<file path="config.mk">
export PLATFORM = sky130hd
export DESIGN_NAME = uart_bridge
export DESIGN_NICKNAME = d
export VERILOG_FILES = /design/src/design/uart_bus_pkg.sv /design/src/design/uart_frame_pkg.sv /design/src/design/uart_apb_regs.sv /design/src/design/uart_baud_timer.sv /design/src/design/uart_bridge.sv /design/src/design/uart_rx_sampler.sv /design/src/design/uart_seq_fsm.sv /design/src/design/uart_tx_shifter.sv
export VERILOG_INCLUDE_DIRS = /design/src /design/src/design
export SDC_FILE = /design/constraint.sdc
export NUM_CORES = 1
export LEC_CHECK = 0
export BUFFER_PORTS_ARGS = -buffer_cell sky130_fd_sc_hd__buf_2
export CAP_MARGIN = 20
export CORE_AREA = 2 2 143 75
export DETAILED_ROUTE_END_ITERATION = 7
export DIE_AREA = 0 0 145 77
export GPL_ROUTABILITY_DRIVEN = 0
export PLACE_DENSITY = 0.9
export SLEW_MARGIN = 30
export SYNTH_ARGS = -nofsm -noshare
export SYNTH_HDL_FRONTEND = slang
export SYNTH_HIERARCHICAL = 1
export SYNTH_SLANG_ARGS = --single-unit
</file>
<file path="constraint.sdc">
create_clock -name clk -period 4.1 [get_ports clk]
set_input_delay 0.205 -clock clk [delete_from_list [all_inputs] [get_ports clk]]
set_output_delay 0.205 -clock clk [all_outputs]
set_load 0.005 [all_outputs]
</file>
<file path="src/design/uart_bridge_config.svh">
`ifndef UART_BRIDGE_CONFIG_SVH
`define UART_BRIDGE_CONFIG_SVH

// Clock cycles per UART bit, kept small for simulation (434 for 115200 at 50 MHz)
`define UART_BIT_CYCLES  16

// Idle cycles on tx between the stop bit of the hi frame and the start of the lo frame
// Must be at least 3
`define UART_GAP_CYCLES  8

// Cycles a read waits for the response start bit
`define UART_RESP_CYCLES 400

`define UART_APB_AW      4

`endif

</file>
<file path="src/design/uart_bus_pkg.sv">
`include "uart_bridge_config.svh"

package uart_bus_pkg;

  // Byte offsets of the APB registers
  typedef enum logic [`UART_APB_AW-1:0] {
    CMD    = 'h0,
    STATUS = 'h4,
    RDATA  = 'h8
  } reg_addr_t;

  typedef struct packed {
    logic busy;
    logic rx_valid;
    logic parity_err;
    logic resp_timeout;
  } status_t;

endpackage

</file>
<file path="src/design/uart_frame_pkg.sv">
package uart_frame_pkg;

  typedef struct packed {
    logic       wr;   // 1 = write, 0 = read
    logic [6:0] addr;
    logic [7:0] data;
  } cmd_fields_t;

  typedef struct packed {
    logic [7:0] hi;   // Sent first
    logic [7:0] lo;
  } cmd_bytes_t;

  // Same 16 bits, seen as a command or as the two frames on the line
  typedef union packed {
    cmd_fields_t fields;
    cmd_bytes_t  bytes;
  } cmd_word_t;

  typedef enum logic [2:0] {
    IDLE, SEND_HI, GAP, SEND_LO, WAIT_RESP, RECV
  } seq_state_t;

  typedef enum logic [1:0] {
    TMR_BIT  = 2'd0,
    TMR_GAP  = 2'd1,
    TMR_RESP = 2'd2
  } timer_mode_t;

endpackage

</file>
<file path="src/design/uart_apb_regs.sv">
`include "uart_bridge_config.svh"

module uart_apb_regs (
  input  logic                      clk,
  input  logic                      rst_n,
  input  logic [`UART_APB_AW-1:0]   paddr,
  input  logic                      psel,
  input  logic                      penable,
  input  logic                      pwrite,
  input  logic [31:0]               pwdata,
  input  logic                      busy,
  input  logic                      done,
  input  logic [7:0]                rx_byte,
  input  logic                      rx_parity_ok,
  input  logic                      resp_timeout_hit,
  output logic [31:0]               prdata,
  output logic                      pready,
  output logic                      pslverr,
  output logic                      start,
  output uart_frame_pkg::cmd_word_t cmd
);

  import uart_frame_pkg::*;
  import uart_bus_pkg::*;

  reg_addr_t addr;
  logic      wr_acc;
  logic      rd_acc;
  cmd_word_t cmd_q;
  status_t   status_q;
  logic [7:0] rdata_q;

  assign addr   = reg_addr_t'(paddr);
  assign wr_acc = psel && penable && pwrite;    // Access phase with no wait states
  assign rd_acc = psel && penable && !pwrite;

  assign pready  = 1'b1;
  assign start   = wr_acc && (addr == CMD) && !busy;
  assign pslverr = wr_acc && (addr == CMD) && busy;   // One command in flight
  assign cmd     = cmd_q;

  always_comb
  begin
    case (addr)
      CMD:     prdata = {16'h0, cmd_q};
      STATUS:  prdata = {28'h0, status_q};
      RDATA:   prdata = {24'h0, rdata_q};
      default: prdata = 32'h0;
    endcase
  end

  always_ff @(posedge clk)
  begin
    if (start)
      cmd_q <= cmd_word_t'(pwdata[15:0]);
    if (done && !resp_timeout_hit && !cmd_q.fields.wr)
      rdata_q <= rx_byte;                              // Overwrites an unread byte
  end

  ////////////////////
  // Status flags
  always_ff @(posedge clk or negedge rst_n)
  begin
    if (!rst_n)
      status_q <= '0;
    else
    begin
      status_q.busy <= start || (busy && !done);      // Falls with the result flags
      if (start)
        status_q.resp_timeout <= 1'b0;
      if (done && resp_timeout_hit)
        status_q.resp_timeout <= 1'b1;
      else if (done && !cmd_q.fields.wr)
      begin
        status_q.rx_valid   <= 1'b1;
        status_q.parity_err <= !rx_parity_ok;
      end
      else if (rd_acc && (addr == RDATA))
      begin
        status_q.rx_valid   <= 1'b0;
        status_q.parity_err <= 1'b0;
      end
    end
  end

endmodule

</file>
<file path="src/design/uart_baud_timer.sv">
`include "uart_bridge_config.svh"

module uart_baud_timer (
  input  logic                        clk,
  input  logic                        rst_n,
  input  logic                        timer_load,
  input  uart_frame_pkg::timer_mode_t timer_mode,
  output logic                        bit_tick,
  output logic                        expire
);

  import uart_frame_pkg::*;

  localparam logic [15:0] BIT_LEN  = 16'(`UART_BIT_CYCLES);
  // FSM and tx shifter each add one cycle around the gap
  localparam logic [15:0] GAP_LEN  = 16'(`UART_GAP_CYCLES - 2);
  localparam logic [15:0] RESP_LEN = 16'(`UART_RESP_CYCLES);

  timer_mode_t mode_q;
  logic        active;
  logic [15:0] cnt;
  logic [15:0] load_len;

  always_comb
  begin
    case (timer_mode)
      TMR_GAP:  load_len = GAP_LEN;
      TMR_RESP: load_len = RESP_LEN;
      default:  load_len = BIT_LEN;
    endcase
  end

  assign bit_tick = active && (cnt == 16'd0) && (mode_q == TMR_BIT);
  assign expire   = active && (cnt == 16'd0) && (mode_q != TMR_BIT);

  always_ff @(posedge clk or negedge rst_n)
  begin
    if (!rst_n)
    begin
      mode_q <= TMR_BIT;
      active <= 1'b0;
      cnt    <= 16'd0;
    end
    else if (timer_load)
    begin
      mode_q <= timer_mode;
      active <= 1'b1;
      cnt    <= load_len - 16'd1;
    end
    else if (active)
    begin
      if (cnt != 16'd0)
        cnt <= cnt - 16'd1;
      else if (mode_q == TMR_BIT)
        cnt <= BIT_LEN - 16'd1;          // Free-running bit clock
      else
        active <= 1'b0;                  // One shot
    end
  end

endmodule

</file>
<file path="src/design/uart_bridge.sv">
`include "uart_bridge_config.svh"

module uart_bridge (
  input  logic                    clk,
  input  logic                    rst_n,
  input  logic [`UART_APB_AW-1:0] paddr,
  input  logic                    psel,
  input  logic                    penable,
  input  logic                    pwrite,
  input  logic [31:0]             pwdata,
  output logic [31:0]             prdata,
  output logic                    pready,
  output logic                    pslverr,
  input  logic                    rx,
  output logic                    tx
);

  import uart_frame_pkg::*;

  cmd_word_t   cmd;
  timer_mode_t timer_mode;
  logic        start;
  logic        busy;
  logic        done;
  logic        resp_timeout_hit;
  logic        timer_load;
  logic        bit_tick;
  logic        expire;
  logic        tx_start;
  logic [7:0]  tx_byte;
  logic        tx_done;
  logic        rx_en;
  logic        rx_started;
  logic        rx_done;
  logic [7:0]  rx_byte;
  logic        rx_parity_ok;

  uart_apb_regs i_regs (
    .clk              (clk),
    .rst_n            (rst_n),
    .paddr            (paddr),
    .psel             (psel),
    .penable          (penable),
    .pwrite           (pwrite),
    .pwdata           (pwdata),
    .busy             (busy),
    .done             (done),
    .rx_byte          (rx_byte),
    .rx_parity_ok     (rx_parity_ok),
    .resp_timeout_hit (resp_timeout_hit),
    .prdata           (prdata),
    .pready           (pready),
    .pslverr          (pslverr),
    .start            (start),
    .cmd              (cmd)
  );

  uart_seq_fsm i_seq (
    .clk              (clk),
    .rst_n            (rst_n),
    .start            (start),
    .cmd              (cmd),
    .expire           (expire),
    .tx_done          (tx_done),
    .rx_started       (rx_started),
    .rx_done          (rx_done),
    .busy             (busy),
    .done             (done),
    .resp_timeout_hit (resp_timeout_hit),
    .timer_load       (timer_load),
    .timer_mode       (timer_mode),
    .tx_start         (tx_start),
    .tx_byte          (tx_byte),
    .rx_en            (rx_en)
  );

  uart_baud_timer i_timer (
    .clk        (clk),
    .rst_n      (rst_n),
    .timer_load (timer_load),
    .timer_mode (timer_mode),
    .bit_tick   (bit_tick),
    .expire     (expire)
  );

  uart_tx_shifter i_tx (
    .clk      (clk),
    .rst_n    (rst_n),
    .tx_start (tx_start),
    .tx_byte  (tx_byte),
    .bit_tick (bit_tick),
    .tx       (tx),
    .tx_done  (tx_done)
  );

  uart_rx_sampler i_rx (
    .clk          (clk),
    .rst_n        (rst_n),
    .rx           (rx),
    .rx_en        (rx_en),
    .rx_started   (rx_started),
    .rx_done      (rx_done),
    .rx_byte      (rx_byte),
    .rx_parity_ok (rx_parity_ok)
  );

endmodule

</file>
<file path="src/design/uart_rx_sampler.sv">
`include "uart_bridge_config.svh"

module uart_rx_sampler (
  input  logic       clk,
  input  logic       rst_n,
  input  logic       rx,
  input  logic       rx_en,
  output logic       rx_started,
  output logic       rx_done,
  output logic [7:0] rx_byte,
  output logic       rx_parity_ok
);

  localparam logic [15:0] BIT_LEN  = 16'(`UART_BIT_CYCLES);
  localparam logic [15:0] HALF_LEN = 16'(`UART_BIT_CYCLES / 2);

  logic        rx_meta;
  logic        rx_sync;
  logic        rx_prev;
  logic        active;
  logic [15:0] cnt;
  logic [3:0]  bit_idx;    // 0 start, 1..8 data, 9 parity, 10 stop
  logic        par_q;
  logic        sample;

  ////////////////////
  // Synchronizer and edge detect
  always_ff @(posedge clk or negedge rst_n)
  begin
    if (!rst_n)
    begin
      rx_meta <= 1'b1;
      rx_sync <= 1'b1;
      rx_prev <= 1'b1;
    end
    else
    begin
      rx_meta <= rx;
      rx_sync <= rx_meta;
      rx_prev <= rx_sync;
    end
  end

  assign rx_started   = rx_en && !active && rx_prev && !rx_sync;
  assign sample       = active && (cnt == 16'd0);
  assign rx_done      = sample && (bit_idx == 4'd10);   // Middle of stop bit
  assign rx_parity_ok = ^{par_q, rx_byte};              // Odd count of ones

  ////////////////////
  // Mid-bit sampling
  always_ff @(posedge clk or negedge rst_n)
  begin
    if (!rst_n)
    begin
      active  <= 1'b0;
      cnt     <= 16'd0;
      bit_idx <= 4'd0;
    end
    else if (rx_started)
    begin
      active  <= 1'b1;
      cnt     <= HALF_LEN - 16'd1;
      bit_idx <= 4'd0;
    end
    else if (sample)
    begin
      cnt     <= BIT_LEN - 16'd1;
      bit_idx <= bit_idx + 4'd1;
      if (bit_idx == 4'd10)
        active <= 1'b0;
    end
    else if (active)
      cnt <= cnt - 16'd1;
  end

  always_ff @(posedge clk)
  begin
    if (sample && (bit_idx >= 4'd1) && (bit_idx <= 4'd8))
      rx_byte <= {rx_sync, rx_byte[7:1]};     // LSB arrives first
    if (sample && (bit_idx == 4'd9))
      par_q <= rx_sync;
  end

endmodule

</file>
<file path="src/design/uart_seq_fsm.sv">
module uart_seq_fsm (
  input  logic                        clk,
  input  logic                        rst_n,
  input  logic                        start,
  input  uart_frame_pkg::cmd_word_t   cmd,
  input  logic                        expire,
  input  logic                        tx_done,
  input  logic                        rx_started,
  input  logic                        rx_done,
  output logic                        busy,
  output logic                        done,
  output logic                        resp_timeout_hit,
  output logic                        timer_load,
  output uart_frame_pkg::timer_mode_t timer_mode,
  output logic                        tx_start,
  output logic [7:0]                  tx_byte,
  output logic                        rx_en
);

  import uart_frame_pkg::*;

  seq_state_t state_q;

  assign busy    = (state_q != IDLE);
  assign tx_byte = (state_q == SEND_LO) ? cmd.bytes.lo : cmd.bytes.hi;

  // Start edge wins over a timeout in the same cycle
  assign resp_timeout_hit = (state_q == WAIT_RESP) && expire && !rx_started;

  assign done = ((state_q == SEND_LO) && tx_done && cmd.fields.wr) ||
                ((state_q == RECV) && rx_done) ||
                resp_timeout_hit;

  always_ff @(posedge clk or negedge rst_n)
  begin
    if (!rst_n)
    begin
      state_q    <= IDLE;
      timer_load <= 1'b0;
      timer_mode <= TMR_BIT;
      tx_start   <= 1'b0;
      rx_en      <= 1'b0;
    end
    else
    begin
      timer_load <= 1'b0;
      tx_start   <= 1'b0;
      case (state_q)
        IDLE:
        begin
          if (start)
          begin
            state_q    <= SEND_HI;
            tx_start   <= 1'b1;
            timer_load <= 1'b1;
            timer_mode <= TMR_BIT;
          end
        end
        SEND_HI:
        begin
          if (tx_done)
          begin
            state_q    <= GAP;
            timer_load <= 1'b1;
            timer_mode <= TMR_GAP;
          end
        end
        GAP:
        begin
          if (expire)
          begin
            state_q    <= SEND_LO;
            tx_start   <= 1'b1;
            timer_load <= 1'b1;
            timer_mode <= TMR_BIT;
          end
        end
        SEND_LO:
        begin
          if (tx_done && cmd.fields.wr)
            state_q <= IDLE;
          else if (tx_done)
          begin
            state_q    <= WAIT_RESP;
            timer_load <= 1'b1;
            timer_mode <= TMR_RESP;
            rx_en      <= 1'b1;
          end
        end
        WAIT_RESP:
        begin
          if (rx_started)
            state_q <= RECV;               // Timer runs out unheeded
          else if (expire)
          begin
            state_q <= IDLE;
            rx_en   <= 1'b0;
          end
        end
        RECV:
        begin
          if (rx_done)
          begin
            state_q <= IDLE;
            rx_en   <= 1'b0;
          end
        end
        default: state_q <= IDLE;
      endcase
    end
  end

endmodule

</file>
<file path="src/design/uart_tx_shifter.sv">
module uart_tx_shifter (
  input  logic       clk,
  input  logic       rst_n,
  input  logic       tx_start,
  input  logic [7:0] tx_byte,
  input  logic       bit_tick,
  output logic       tx,
  output logic       tx_done
);

  logic       active;
  logic [3:0] bit_cnt;     // 0 start, 1..8 data, 9 parity, 10 stop
  logic [9:0] shreg;

  // Last cycle of the stop bit
  assign tx_done = active && bit_tick && (bit_cnt == 4'd10);

  always_ff @(posedge clk or negedge rst_n)
  begin
    if (!rst_n)
    begin
      active  <= 1'b0;
      bit_cnt <= 4'd0;
      tx      <= 1'b1;       // Line idles high
    end
    else if (tx_start)
    begin
      active  <= 1'b1;
      bit_cnt <= 4'd0;
      tx      <= 1'b0;       // Start bit
    end
    else if (active && bit_tick)
    begin
      if (bit_cnt == 4'd10)
        active <= 1'b0;
      else
      begin
        bit_cnt <= bit_cnt + 4'd1;
        tx      <= shreg[0];
      end
    end
  end

  always_ff @(posedge clk)
  begin
    if (tx_start)
      shreg <= {1'b1, ~^tx_byte, tx_byte};    // Stop, odd parity, data LSB first
    else if (active && bit_tick)
      shreg <= {1'b1, shreg[9:1]};
  end

endmodule

</file>
==> results of run 1 <==
cells in the mapped netlist (all sizes together) (12+ instances only):
cell / number
nand2: 50
xnor2: 14
mux2: 12
edfxtp: 42
nand3: 20
a21oi: 34
inv: 25
o21ai: 21
buf: 29
or2: 12
nor3: 17
dfrtp: 57
nor2: 33
metrics by stage:
stage               instance area (sq um)  setup WS, ps  cells
floorplan                            5720           778    546
global placement                     5870           815    696
detailed placement                   5870           544    696
CTS                                  6220           460    714
global route                         6220           124    714
finish                               6220           307    714
layer usage:
metal / global-route usage [%] / wire [um] / vias to the layer above
li1: - / - / 1948
met2: 34.4 / 5590 / 223
met4: 7.13 / 260 / 0
met1: 34.6 / 5810 / 2060
met3: 6.19 / 1130 / 36
met5: 0 / 0 / -
layout by cell type (no fill, tap or decap), types with 9 or more instances in the layout:
master / synthesis / final
sky130_fd_sc_hd__mux2_2: 11 / 11
sky130_fd_sc_hd__dfrtp_1: 57 / 57
sky130_fd_sc_hd__nor2_1: 33 / 33
sky130_fd_sc_hd__buf_2: 4 / 43
sky130_fd_sc_hd__nand3_1: 18 / 18
sky130_fd_sc_hd__xnor2_1: 14 / 14
sky130_fd_sc_hd__xor2_1: 10 / 10
sky130_fd_sc_hd__inv_1: 25 / 25
sky130_fd_sc_hd__o21ai_0: 15 / 15
sky130_fd_sc_hd__and3_1: 9 / 9
sky130_fd_sc_hd__nor3_1: 13 / 13
sky130_fd_sc_hd__a21oi_1: 32 / 32
sky130_fd_sc_hd__and2_1: 11 / 11
sky130_fd_sc_hd__ha_1: 10 / 10
sky130_fd_sc_hd__nand2_1: 48 / 48
sky130_fd_sc_hd__or2_2: 10 / 10
sky130_fd_sc_hd__edfxtp_1: 42 / 42
sky130_fd_sc_hd__conb_1: 2 / 17
sky130_fd_sc_hd__clkbuf_16: 0 / 9
what timing repair did:
action	4_1_cts	5_1_grt
buffers inserted	0	0
hold buffers	2	0
hold endpoints to repair	14	0
worst max-delay path by stage:
stage	start	to
after global placement	i_timer/cnt[0]	i_regs/rdata_q[0]
after floorplan	i_timer/cnt[0]	i_regs/rdata_q[0]
final	i_timer/cnt[0]	i_regs/status_q[2]
after CTS	i_timer/cnt[0]	i_regs/status_q[2]
after global routing	i_timer/cnt[0]	i_regs/status_q[2]
after detailed placement	i_timer/cnt[0]	i_regs/rdata_q[5]
sequential cells by signal (all words and copies together) (netlist names), 2 cells and up:
| register | count |
|---|---|
| i_tx/bit_cnt | 4 |
| i_regs/cmd | 16 |
| i_timer/cnt | 16 |
| i_rx/cnt | 16 |
| i_rx/rx_byte | 8 |
| i_seq/state_q | 3 |
| i_regs/status_q | 4 |
| i_timer/mode_q | 2 |
| i_rx/bit_idx | 4 |
| i_seq/timer_mode | 2 |
| i_tx/shreg | 9 |
| i_regs/rdata_q | 8 |
final cells by class:
type | instances | area, sq um
sequential | 103 | 2790
multi-input combinational | 381 | 2570
tap | 140 | 175
inverter | 26 | 97.6
fill | 741 | 3700
timing repair buffer | 48 | 258
clock inverter | 7 | 103
clock buffer | 9 | 225
logic make-up (layout without fill, tap and decap cells):
family / count (synthesis) / count (layout)
AOI/OAI and AO/OA: 103 / 103
other: 2 / 17
muxes: 20 / 20
buffers and inverters: 62 / 90
adders and majority gates: 10 / 10
and+or+nand+nor: 207 / 207
xor gates and xnor gates: 24 / 24
DFF: 103 / 103
power by group:
| group | switching (W) | total (W) | internal (W) |
|---|---|---|---|
| clock | 0.000395 | 0.000939 | 0.000544 |
| sequential | 0.00000342 | 0.00108 | 0.00108 |
| combinational | 0.0000327 | 0.0000549 | 0.0000222 |
==> results list, run 1 <==
- Cell family with most CP delay: simple AND/OR/NAND/NOR gates
- Based on the critical path, the design can be clocked at up to ~0.26 GHz.
- Design Power: 0.00207 W
- The worst setup path is launched from a register.
- The final-report max-slew violation count was 0.
- Proportion of register bits with asynchronous set or reset after synthesis: 59.2%
* Hold path startpoint: pwdata[6]
- Stages on the worst setup path: 14
* Compound-gate portion of the synthesized area: 12.9%
* Number of max-cap violations: 0
- Most frequent cell on the critical path: sky130_fd_sc_hd__a21oi_1
* DRC Markers: 0
* Setup slack, reg-to-reg: between 300 and 400 ps
- Core area: approximately 0.0099 sq mm
* Critical path's slowest cell: sky130_fd_sc_hd__nor3_1
- Fin. Hold Viols: 0
- In this run the static leakage power is 2.69 nW.
* Max incr delay on CP: approximately 530 ps
- Endpoint required time on the critical path: roughly 4400 ps
- Counting flops with a built-in enable in the synthesized netlist gives 42.
- After synthesis the cells add up to between 0.005 and 0.006 sq mm.
- Counting instances, the worst hold path has a depth of 1.
- Global-route wire length before repair: 20,800 um
- In this run the count of I/O pins placed on the die edge is between 70 and 80.
* Simple-Gate Fraction of Synth Area: around 22%
- After synthesis, the mean cell area works out to roughly 11 sq um.
* Multiplexer fraction of the synthesized cell area: under 10%
- For this block, the routed nets add up to approximately 13,000 um of wire.
- In this run, the number of DRC markers left after iteration 0 of detailed routing was around 630.
- Compared with the post-synthesis result, the final layout area differs by 9.91%.
* GRT overflow: 0
* Critical path start-end classification: register to register
- Count of buffering cells on the critical path with inverters included: 2
- Synthesis inferred between 100 and 150 register bits.
- By area, the combinational part of the netlist is dominated by simple AND/OR/NAND/NOR gates.
* Number of levels the H-tree was split into: 3
- Setup repair after global routing missed its margin: no
* Predominant post-synthesis flop cell: sky130_fd_sc_hd__dfrtp_1
* NumNets Final: 621
* Die span in x: 145 um
- The later pin in the worst-skew pair is clocked with a latency of between 300 and 400 ps.
- Tightest hold margin: roughly 28 ps
- The initial antenna violation count was 0.
- Initial core utilization: around 57%
- The netlist uses 86 different library cells.
- R2R depth: 14
- Power spread over the standard cell area amounts to about 330 mW/mm^2.
* Clock slew at reported path FFs: 70 ps
* Via count of the first global-routing pass: ~4,100
- After layout, the minimum clock period comes to around 3800 ps.
- Status: complete, no violations
* Summed negative setup slack over all endpoints: 0 ps
- In this run the tool buffered the top-level ports with between 40 and 50 buffer cells.
- After floorplanning, the core was divided into 26 placement rows.
* Number of cells upsized or downsized after cts: 0
- Worst Tran Pin Value: 718 ps
- Detailed placement finished with a half-perimeter wire length of roughly 9000 um.
- Largest vdd supply drop: 0.224 mV
- For this run, the register share of the synthesized area comes to 49.3%.
- Pin count of the biggest net entering global routing: 48
- Clock Tree Root: sky130_fd_sc_hd__clkbuf_16
- By area the synthesized netlist is led by sky130_fd_sc_hd__dfrtp_1 25%, sky130_fd_sc_hd__edfxtp_1 22%, sky130_fd_sc_hd__nand2_1 3.2%.
- Setup skew after layout: approximately 11 ps
- Relative slew slack: between 50% and 60%
- The worst setup path is captured at a register.
- 0 antenna diodes ended up in the layout.
- CTS saw between 100 and 150 sinks.
* Critical path, cell by cell: inv_1, ha_1, nor3b_2, and2_1, nand2_4, nor3_1, nand2_2, nor2_1, nand3_1, nand2_1, nor3b_1, buf_4, a21oi_1, a21oi_1
- Gate Count Post-Synth: 531
- Detailed-route via count: between 4,000 and 5,000
- After Yosys synthesis, XOR and XNOR cells account for between 3 and 4% of the synthesized area.
- Routed via count divided by cell count: around 6.0
- The worst path uses 92.5% of the clock period.
- In this run, CTS created clock tree buffers numbering 9.
- For this run, the share of the core covered by cells in the final layout is between 60% and 70%.
- The floorplan step defined a die boundary enclosing ~0.011 sq mm.
* Critical-path maximum fanout: 10
- Area share of the largest cell type after synthesis: around 25%
- Final number of setup-violating endpoints: 0
- Cell type with the largest total area after synthesis: sky130_fd_sc_hd__dfrtp_1
- Number of nets with antenna violations after routing: 0
* Pre-antenna DRT Iters: 6
* Share of cells above drive strength 1: 21.6%
- Count of synthesis-stage warnings from yosys: 6
- Path category of the worst min-delay check: input port to register
- Data on the critical path arrives at its endpoint at ~4000 ps.
* Height of the die: just under 80 um
- Max Buffers Root-to-Sink: 2
- In this run the critical register-to-register path is captured at i_regs/status_q[2].
* Routed wire per std cell: about 18 um
* Capture endpoint of the worst hold path: i_regs/cmd[6]
- TritonCTS clock tree: yes
- Of the total synthesized cell area, the portion taken by full adders, half adders and majority gates is 2.21%.
* Reg2reg start: i_timer/cnt[0]
* Overall Global Routing Usage: a little under a quarter
(Power assumes the default switching activity.)
==> inputs of run 2 (changes only) <==
Settings changed: CORE_AREA 2 2 143 75 to 2 2 147 77, DIE_AREA 0 0 145 77 to 0 0 149 79, PLACE_DENSITY 0.9 to 0.86.
==> results list, run 2 (synthesized netlist as in run 1, its figures left out) <==
- The final worst clock skew was 6.76 ps (-4.24 ps).
- Pin count of the biggest net entering global routing: 41 (-15%)
- Final number of setup-violating endpoints: 0 (unchanged)
- The core area came to 0.0106 sq mm (+6.9%).
- The final period utilization was 88.2% (-4.3 points).
- The fmax is 0.276 GHz (+4.9%).
- The final HPWL from detailed placement was 9160 um (+1.6%).
- The number of clock sinks came to 103 (unchanged).
- STA classifies the critical path startpoint as a register.
* Relative slew slack: 48.0% (-3.8 points)
- The post-detailed-route wirelength per cell is 17.5 um (-2.4%).
- Cell count after placement: 701 (+0.72%)
- The first-pass GRT wire length came to 20,400 um (-2.0%).
- Fin. Hold Viols: 0 (unchanged)
- The via count of the first global-routing pass was 4,016 (-1.2%).
- Setup repair after global routing missed its margin: no
- TritonCTS clock tree: yes
- Number of levels the H-tree was split into: 3 (unchanged)
* Combined area of the multi-input logic cells: 0.00257 sq mm (unchanged)
* Post-route design area: 0.00619 sq mm (-0.50%)
* Diodes inserted: 0 (unchanged)
- The I/O pin count is 77 (unchanged).
- The overall overflow remaining after global route is 0 (unchanged).
- Number of nets with antenna violations after routing: 0 (unchanged)
- Leading cell type in the layout, fill and taps excluded: sky130_fd_sc_hd__dfrtp_1
- DRC Markers: 0 (unchanged)
- The initial core utilization was 53.3% (-3.7 points).
- Pre-antenna DRT Iters: 6 (unchanged)
* Routed via count divided by cell count: 5.90 (-1.3%)
* Total of buffers placed on input and output ports: 43 (unchanged)
- The vias after detailed routing is 4,239 (-0.66%).
- Pwr per Cell Area: 317 mW/mm^2 (-4.7%)
* Clock slew at reported path FFs: 70 ps (about the same)
* Final WS setup: 483 ps (+176 ps)
- Fin crit period: 3620 ps (-176 ps)
- Relative to the synthesized area, the layout overhead comes to 9.35%.
- The tightest min-delay check is of the input port to register type.
- Data arrival time at the worst-slack endpoint: 3680 ps (-390 ps)
* Number of max-cap violations: 0 (unchanged)
- The critical path in this run is classified as register to register.
* Cell leakage power: 2.66 nW (-0.83%)
* Clock Tree Root: sky130_fd_sc_hd__clkbuf_16
* Total Die Area: 0.0118 sq mm (+5.4%)
- Share of cells above drive strength 1: 21.6% (unchanged)
* Post-Route M1 WL: 5780 um (-0.38%)
* Status: complete, no violations
- Overall Global Routing Usage: 22.6% (-0.97 points)
- Number of antenna violations at the first check in global routing: 0 (unchanged)
- Non-filler cells, final: 719 (+0.70%)
* FP Rows: 27 (+3.8%)
* Element type at the critical path end: register
- The worst path required time is 4170 ps (-210 ps).
* Post-Place Cell Area: 0.00588 sq mm (+0.11%)
* Die span in x: 149 um (+2.8%)
- The clock insertion delay at the later pin of the skew report is 360 ps (about the same).
- The chip height is 79 um (+2.6%).
* Design Power: 0.00196 W (-5.2%)
- Leaving out fill and tap cells, the most frequent cells in the layout are 57 x sky130_fd_sc_hd__dfrtp_1, 48 x sky130_fd_sc_hd__nand2_1, 43 x sky130_fd_sc_hd__buf_2.
- Worst slack at placement: 576 ps (+31.8 ps)
- The number of nets at the end of the flow came to 621 (unchanged).
* Max Buffers Root-to-Sink: 2 (unchanged)
- Detailed Route Iter0 Violations: 466 (-26%)
* Clock buffer count from CTS: 9 (unchanged)
* Final wirelength: 12,600 um (-1.7%)
* Highest layer used for signal routing: met4
- The total area of sequential cells came to 0.00279 sq mm (unchanged).
- Routed wire length on met3: 1120 um (-1.1%)
- The largest fanout on the critical path is 10 (unchanged).
- Worst Tran Pin Value: 776 ps (+57.5 ps)
* Count of final max-slew check failures: 0 (unchanged)
- Count of filler cells inserted in the layout: 874 (+18%)
- Summed negative setup slack over all endpoints: 0 ps (unchanged)
- Largest vdd supply drop: 0.220 mV (-1.8%)
- The detailed-routed wire length on met2 is 5570 um (-0.38%).
[run 2: cell count changes in the layout (fill, tap and decap cells not counted), sizes merged]
cell / previous run / this run
clkinv: 3 / 4
clkinvlp: 0 / 1
bufinv: 2 / 0
[run 2: report_power, final]
group | switching, W | leakage (nW) | total, W | internal, W
Combinational | 0.0000333 | 1.35 | 0.0000556 | 0.0000222
Clock | 0.000406 | 0.140 | 0.000831 | 0.000425
Sequential | 0.00000290 | 1.17 | 0.00108 | 0.00108
Total | 0.000442 | 2.66 | 0.00196 | 0.00152
[run 2: cell type report]
cell class	count	share of cell area [%]
clock buffers	9	3.64
clock inverters	7	1.05
inverters	26	1.58
multi-input cells	381	41.5
flip-flops and latches	103	45.1
well taps	145	2.93
repair buffers	48	4.16
[run 2: critical path, cell delays in order, from the launching register on]
cell	delay (ps)
sky130_fd_sc_hd__dfrtp_1	430
sky130_fd_sc_hd__inv_1	80
sky130_fd_sc_hd__ha_1	180
sky130_fd_sc_hd__nor3b_2	350
sky130_fd_sc_hd__and2_1	410
sky130_fd_sc_hd__nand2_4	130
sky130_fd_sc_hd__nor3_1	430
sky130_fd_sc_hd__nand2_2	130
sky130_fd_sc_hd__nor2_1	380
sky130_fd_sc_hd__nand3_1	160
sky130_fd_sc_hd__nand2_1	180
sky130_fd_sc_hd__nor3b_1	240
sky130_fd_sc_hd__buf_4	220
[run 2: path summary, 6_finish.rpt]
path                       slack, ps                 to  depth (start not counted)            from
setup / recovery                 480  i_regs/rdata_q[4]                         12  i_timer/cnt[0]
hold / removal                    20      i_regs/cmd[7]                          1       pwdata[7]
setup reg to reg                 480  i_regs/rdata_q[4]                         12  i_timer/cnt[0]
hold reg to reg                  360       i_rx/rx_sync                          0    i_rx/rx_meta
max in group asynchronous       2820       i_rx/rx_meta                          3           rst_n
min in group asynchronous        350     i_timer/cnt[7]                          2           rst_n
[run 2: metal layers]
layer | vias to the layer above | track usage, %
li1 | 1953 | -
met1 | 2086 | 33.3
met2 | 190 | 32.4
met3 | 10 | 7.24
met4 | 0 | 5.43
met5 | - | 0
[run 2: metrics by stage]
step,hold slack [ps],utilization (%)
2_1_floorplan,-90.6,-
3_3_place_gp,196,55.4
3_5_place_dp,211,55.4
4_1_cts,12.8,58.3
5_1_grt,8.84,58.3
6_report,18.8,58.3
[run 2: repair_timing]
action,4_1_cts,5_1_grt
gates resized for setup,0,0
setup endpoints to repair,0,0
hold buffers,2,0
hold endpoints to repair,21,0
setup buffers,0,0
==> inputs of run 3 (changes only) <==
Settings changed: CORE_AREA 2 2 147 77 to 2 2 151 79, DIE_AREA 0 0 149 79 to 0 0 153 81, PLACE_DENSITY 0.86 to 0.85, SLEW_MARGIN 30 to 20.
Clock period 4.1 ns to 3 ns, I/O delays scaled along.
==> results list, run 3 (synthesized netlist as in run 1, its figures left out) <==
* Count of final max-slew check failures: 0 (unchanged)
- Max Buffers Root-to-Sink: 2 (unchanged)
- The data arrival time of the worst path came to 2830 ps (-850 ps).
* Pin count of the biggest net entering global routing: 29 (-29%)
* Height of the die: 81 um (+2.5%)
- The die footprint is 0.0124 sq mm (+5.3%).
* Fin. Hold Viols: 0 (unchanged)
* Worst Tran Pin Value: 721 ps (-55.0 ps)
- The final routed wirelength across all metal layers came to 13,600 um (+8.5%).
- Nature of the critical path startpoint: register
- Detailed-route via count: 4,451 (+5.0%)
- The met3 track demand over resource in global routing was 6.88% (-0.36 points).
* NumNets Final: 653 (+5.2%)
- The number of buffers added for setup after CTS was 0 (unchanged).
- Element type at the critical path end: register
* Leading cell type in the layout, fill and taps excluded: sky130_fd_sc_hd__dfrtp_1
- The core area came to 0.0113 sq mm (+6.7%).
* Crit share post-route: 92.7% (+4.4 points)
* TritonCTS clock tree: yes
* Die span in x: 153 um (+2.7%)
* Worst slack at placement: 197 ps (-379 ps)
* Setup repair after global routing missed its margin: no
- Number of nets with antenna violations after routing: 0 (unchanged)
- Launch point of the worst path: i_timer/cnt[0]
* Share of cells above drive strength 1: 23.6% (+2.0 points)
* Clock buffer count from CTS: 9 (unchanged)
* Status: complete, no violations
- Most Crowded Layer GR: met2
- The site row count is 28 (+3.7%).
- The global-route usage over all layers is 22.1% (-0.49 points).
* Hold path startpoint: paddr[0]
* Critical-path maximum fanout: 10 (unchanged)
- The initial antenna violation count is 0 (unchanged).
- The highest ir drop seen on vdd came to 0.301 mV (+37%).
- The final worst clock skew was 8.35 ps (+1.59 ps).
- For this design, the slowest cell found on the critical path is sky130_fd_sc_hd__dfrtp_1.
- The total area of sequential cells is 0.00279 sq mm (unchanged).
* Routed via count divided by cell count: 5.89 (-0.14%)
* Pwr per Cell Area: 439 mW/mm^2 (+38%)
- Clock slew at reported path FFs: 70 ps (about the same)
- The startpoint identified for the worst register-to-register timing path is i_timer/cnt[0].
* Clock tree sinks: 103 (unchanged)
- Max incr delay on CP: 440 ps (about the same)
* Path category of the worst min-delay check: input port to register
* Most frequent cell on the critical path: sky130_fd_sc_hd__nor3b_2
* Pre-antenna DRT Iters: 5 (-1)
- The overall overflow remaining after global route is 0 (unchanged).
- Initial core utilization: 50.0% (-3.3 points)
- Top library cells by usage in the layout, fill and taps aside: 57 x sky130_fd_sc_hd__dfrtp_1, 48 x sky130_fd_sc_hd__nand2_1, 43 x sky130_fd_sc_hd__buf_2
* Routed wire per std cell: 18.0 um (+3.2%)
- The leakage power is 2.83 nW (+6.2%).
- Fin crit period: 2780 ps (-838 ps)
- The count of routing violations after the opening detailed-route iteration came to 514 (+10%).
* Count of filler cells inserted in the layout: 871 (-0.34%)
- The final HPWL from detailed placement was 9150 um (-0.16%).
- The deepest level of the CTS H-tree was 3 (unchanged).
* Met2 demand-to-capacity share in global routing: 34.5% (+2.0 points)
- Combined area of the multi-input logic cells: 0.00258 sq mm (+0.63%)
- The worst setup slack after layout came to 220 ps (-262 ps).
- Maximum clock frequency: 0.360 GHz (+30%)
- Critical path start-end classification: register to register
* Count of buffering cells on the critical path with inverters included: 2 (unchanged)
* Critical path, cell by cell: inv_1, ha_1, nor3b_2, and2_1, nand2_4, nor3_2, nand2_2, nor2_1, nand3_1, nand2_1, nor3b_2, buf_4
- Compared with the post-synthesis result, the final layout area differs by 15.4%.
- The via count of the first global-routing pass is 4,318 (+7.5%).
- Met1 usage in global routing: 30.5% (-2.8 points)
* Summed negative setup slack over all endpoints: 0 ps (unchanged)
* Top-Level Pins: 77 (unchanged)
- The first-pass GRT wire length was 21,500 um (+5.5%).
* Diodes inserted: 0 (unchanged)
- The cell family contributing the most delay on the critical path is simple AND/OR/NAND/NOR gates.
- Relative slew slack: 51.6% (+3.6 points)
- DRC Markers: 0 (unchanged)
* Number of max-cap violations: 0 (unchanged)
- Clock Tree Root: sky130_fd_sc_hd__clkbuf_16
- The number of I/O port buffers came to 43 (unchanged).
* Endpoint required time on the critical path: 3050 ps (-1120 ps)
* Clock insertion delay at the later pin of the skew report: 350 ps (about the same)
- The final setup violation count came to 0 (unchanged).
[run 3: cell count changes in the layout (fill, tap and decap cells not counted), moves of 2 or more]
| cell | change |
|---|---|
| sky130_fd_sc_hd__buf_4 | +16 |
| sky130_fd_sc_hd__bufinv_16 | +2 |
| sky130_fd_sc_hd__clkinv_4 | -2 |
| sky130_fd_sc_hd__dlygate4sd3_1 | +16 |
| sky130_fd_sc_hd__inv_6 | +2 |
| sky130_fd_sc_hd__inv_8 | -2 |
[run 3: worst paths after layout]
path                                       to  slack [ps]  depth (start not counted)
min in group asynchronous      i_timer/active         370                          2
hold / removal             i_regs/status_q[3]         270                          4
max in group asynchronous             i_tx/tx        1870                          3
setup reg to reg            i_regs/rdata_q[6]         220                         12
setup / recovery            i_regs/rdata_q[6]         220                         12
hold reg to reg                  i_rx/rx_sync         360                          0
[run 3: cell type report]
class | count | share of cell area (%)
clock buffer | 9 | 3.45
inverter | 26 | 1.49
timing repair buffer | 80 | 8.24
multi-input combinational | 381 | 39.6
clock inverter | 7 | 1.57
sequential | 103 | 42.8
tap | 150 | 2.87
[run 3: per-layer routing]
metal | vias to the layer above | part of all wire [%]
li1 | 2007 | -
met1 | 2205 | 44
met5 | - | 0
met3 | 25 | 9.0
met4 | 0 | 1.6
met2 | 214 | 46
[run 3: worst register-to-register path, cell delays in order (launching register included)]
cell and delay (ps):
sky130_fd_sc_hd__dfrtp_1 440, sky130_fd_sc_hd__inv_1 80, sky130_fd_sc_hd__ha_1 190, sky130_fd_sc_hd__nor3b_2 210, sky130_fd_sc_hd__and2_1 210, sky130_fd_sc_hd__nand2_4 110, sky130_fd_sc_hd__nor3_2 200, sky130_fd_sc_hd__nand2_2 120
sky130_fd_sc_hd__nor2_1 280, sky130_fd_sc_hd__nand3_1 170, sky130_fd_sc_hd__nand2_1 120, sky130_fd_sc_hd__nor3b_2 150, sky130_fd_sc_hd__buf_4 200
[run 3: through the flow]
| step | instances | hold WS (ps) | area (sq um) | utilization [%] | total power [W] |
|---|---|---|---|---|---|
| 2_1_floorplan | 546 | -146 | 5720 | - | 0.00155 |
| 3_3_place_gp | 722 | 208 | 6010 | 53.1 | 0.00157 |
| 3_5_place_dp | 722 | 212 | 6010 | 53.1 | 0.00158 |
| 4_1_cts | 756 | 260 | 6520 | 57.6 | 0.00286 |
| 5_1_grt | 756 | 275 | 6530 | 57.7 | 0.00295 |
| 6_report | 756 | 274 | 6530 | 57.7 | 0.00287 |
[run 3: what timing repair did]
action | in CTS | in global routing
endpoints found under the hold margin | 40 | 0
hold buffers | 18 | 0
resized for setup | 0 | 2
endpoints found under the setup margin | 0 | 10
[run 3: where the power goes]
| part | internal [W] | total, W | leakage [nW] | switching, W |
|---|---|---|---|---|
| sequential | 0.00147 | 0.00147 | 1.17 | 0.00000467 |
| combinational | 0.0000449 | 0.0000946 | 1.50 | 0.0000497 |
| clock | 0.000743 | 0.00130 | 0.157 | 0.000554 |
| total | 0.00226 | 0.00287 | 2.83 | 0.000609 |
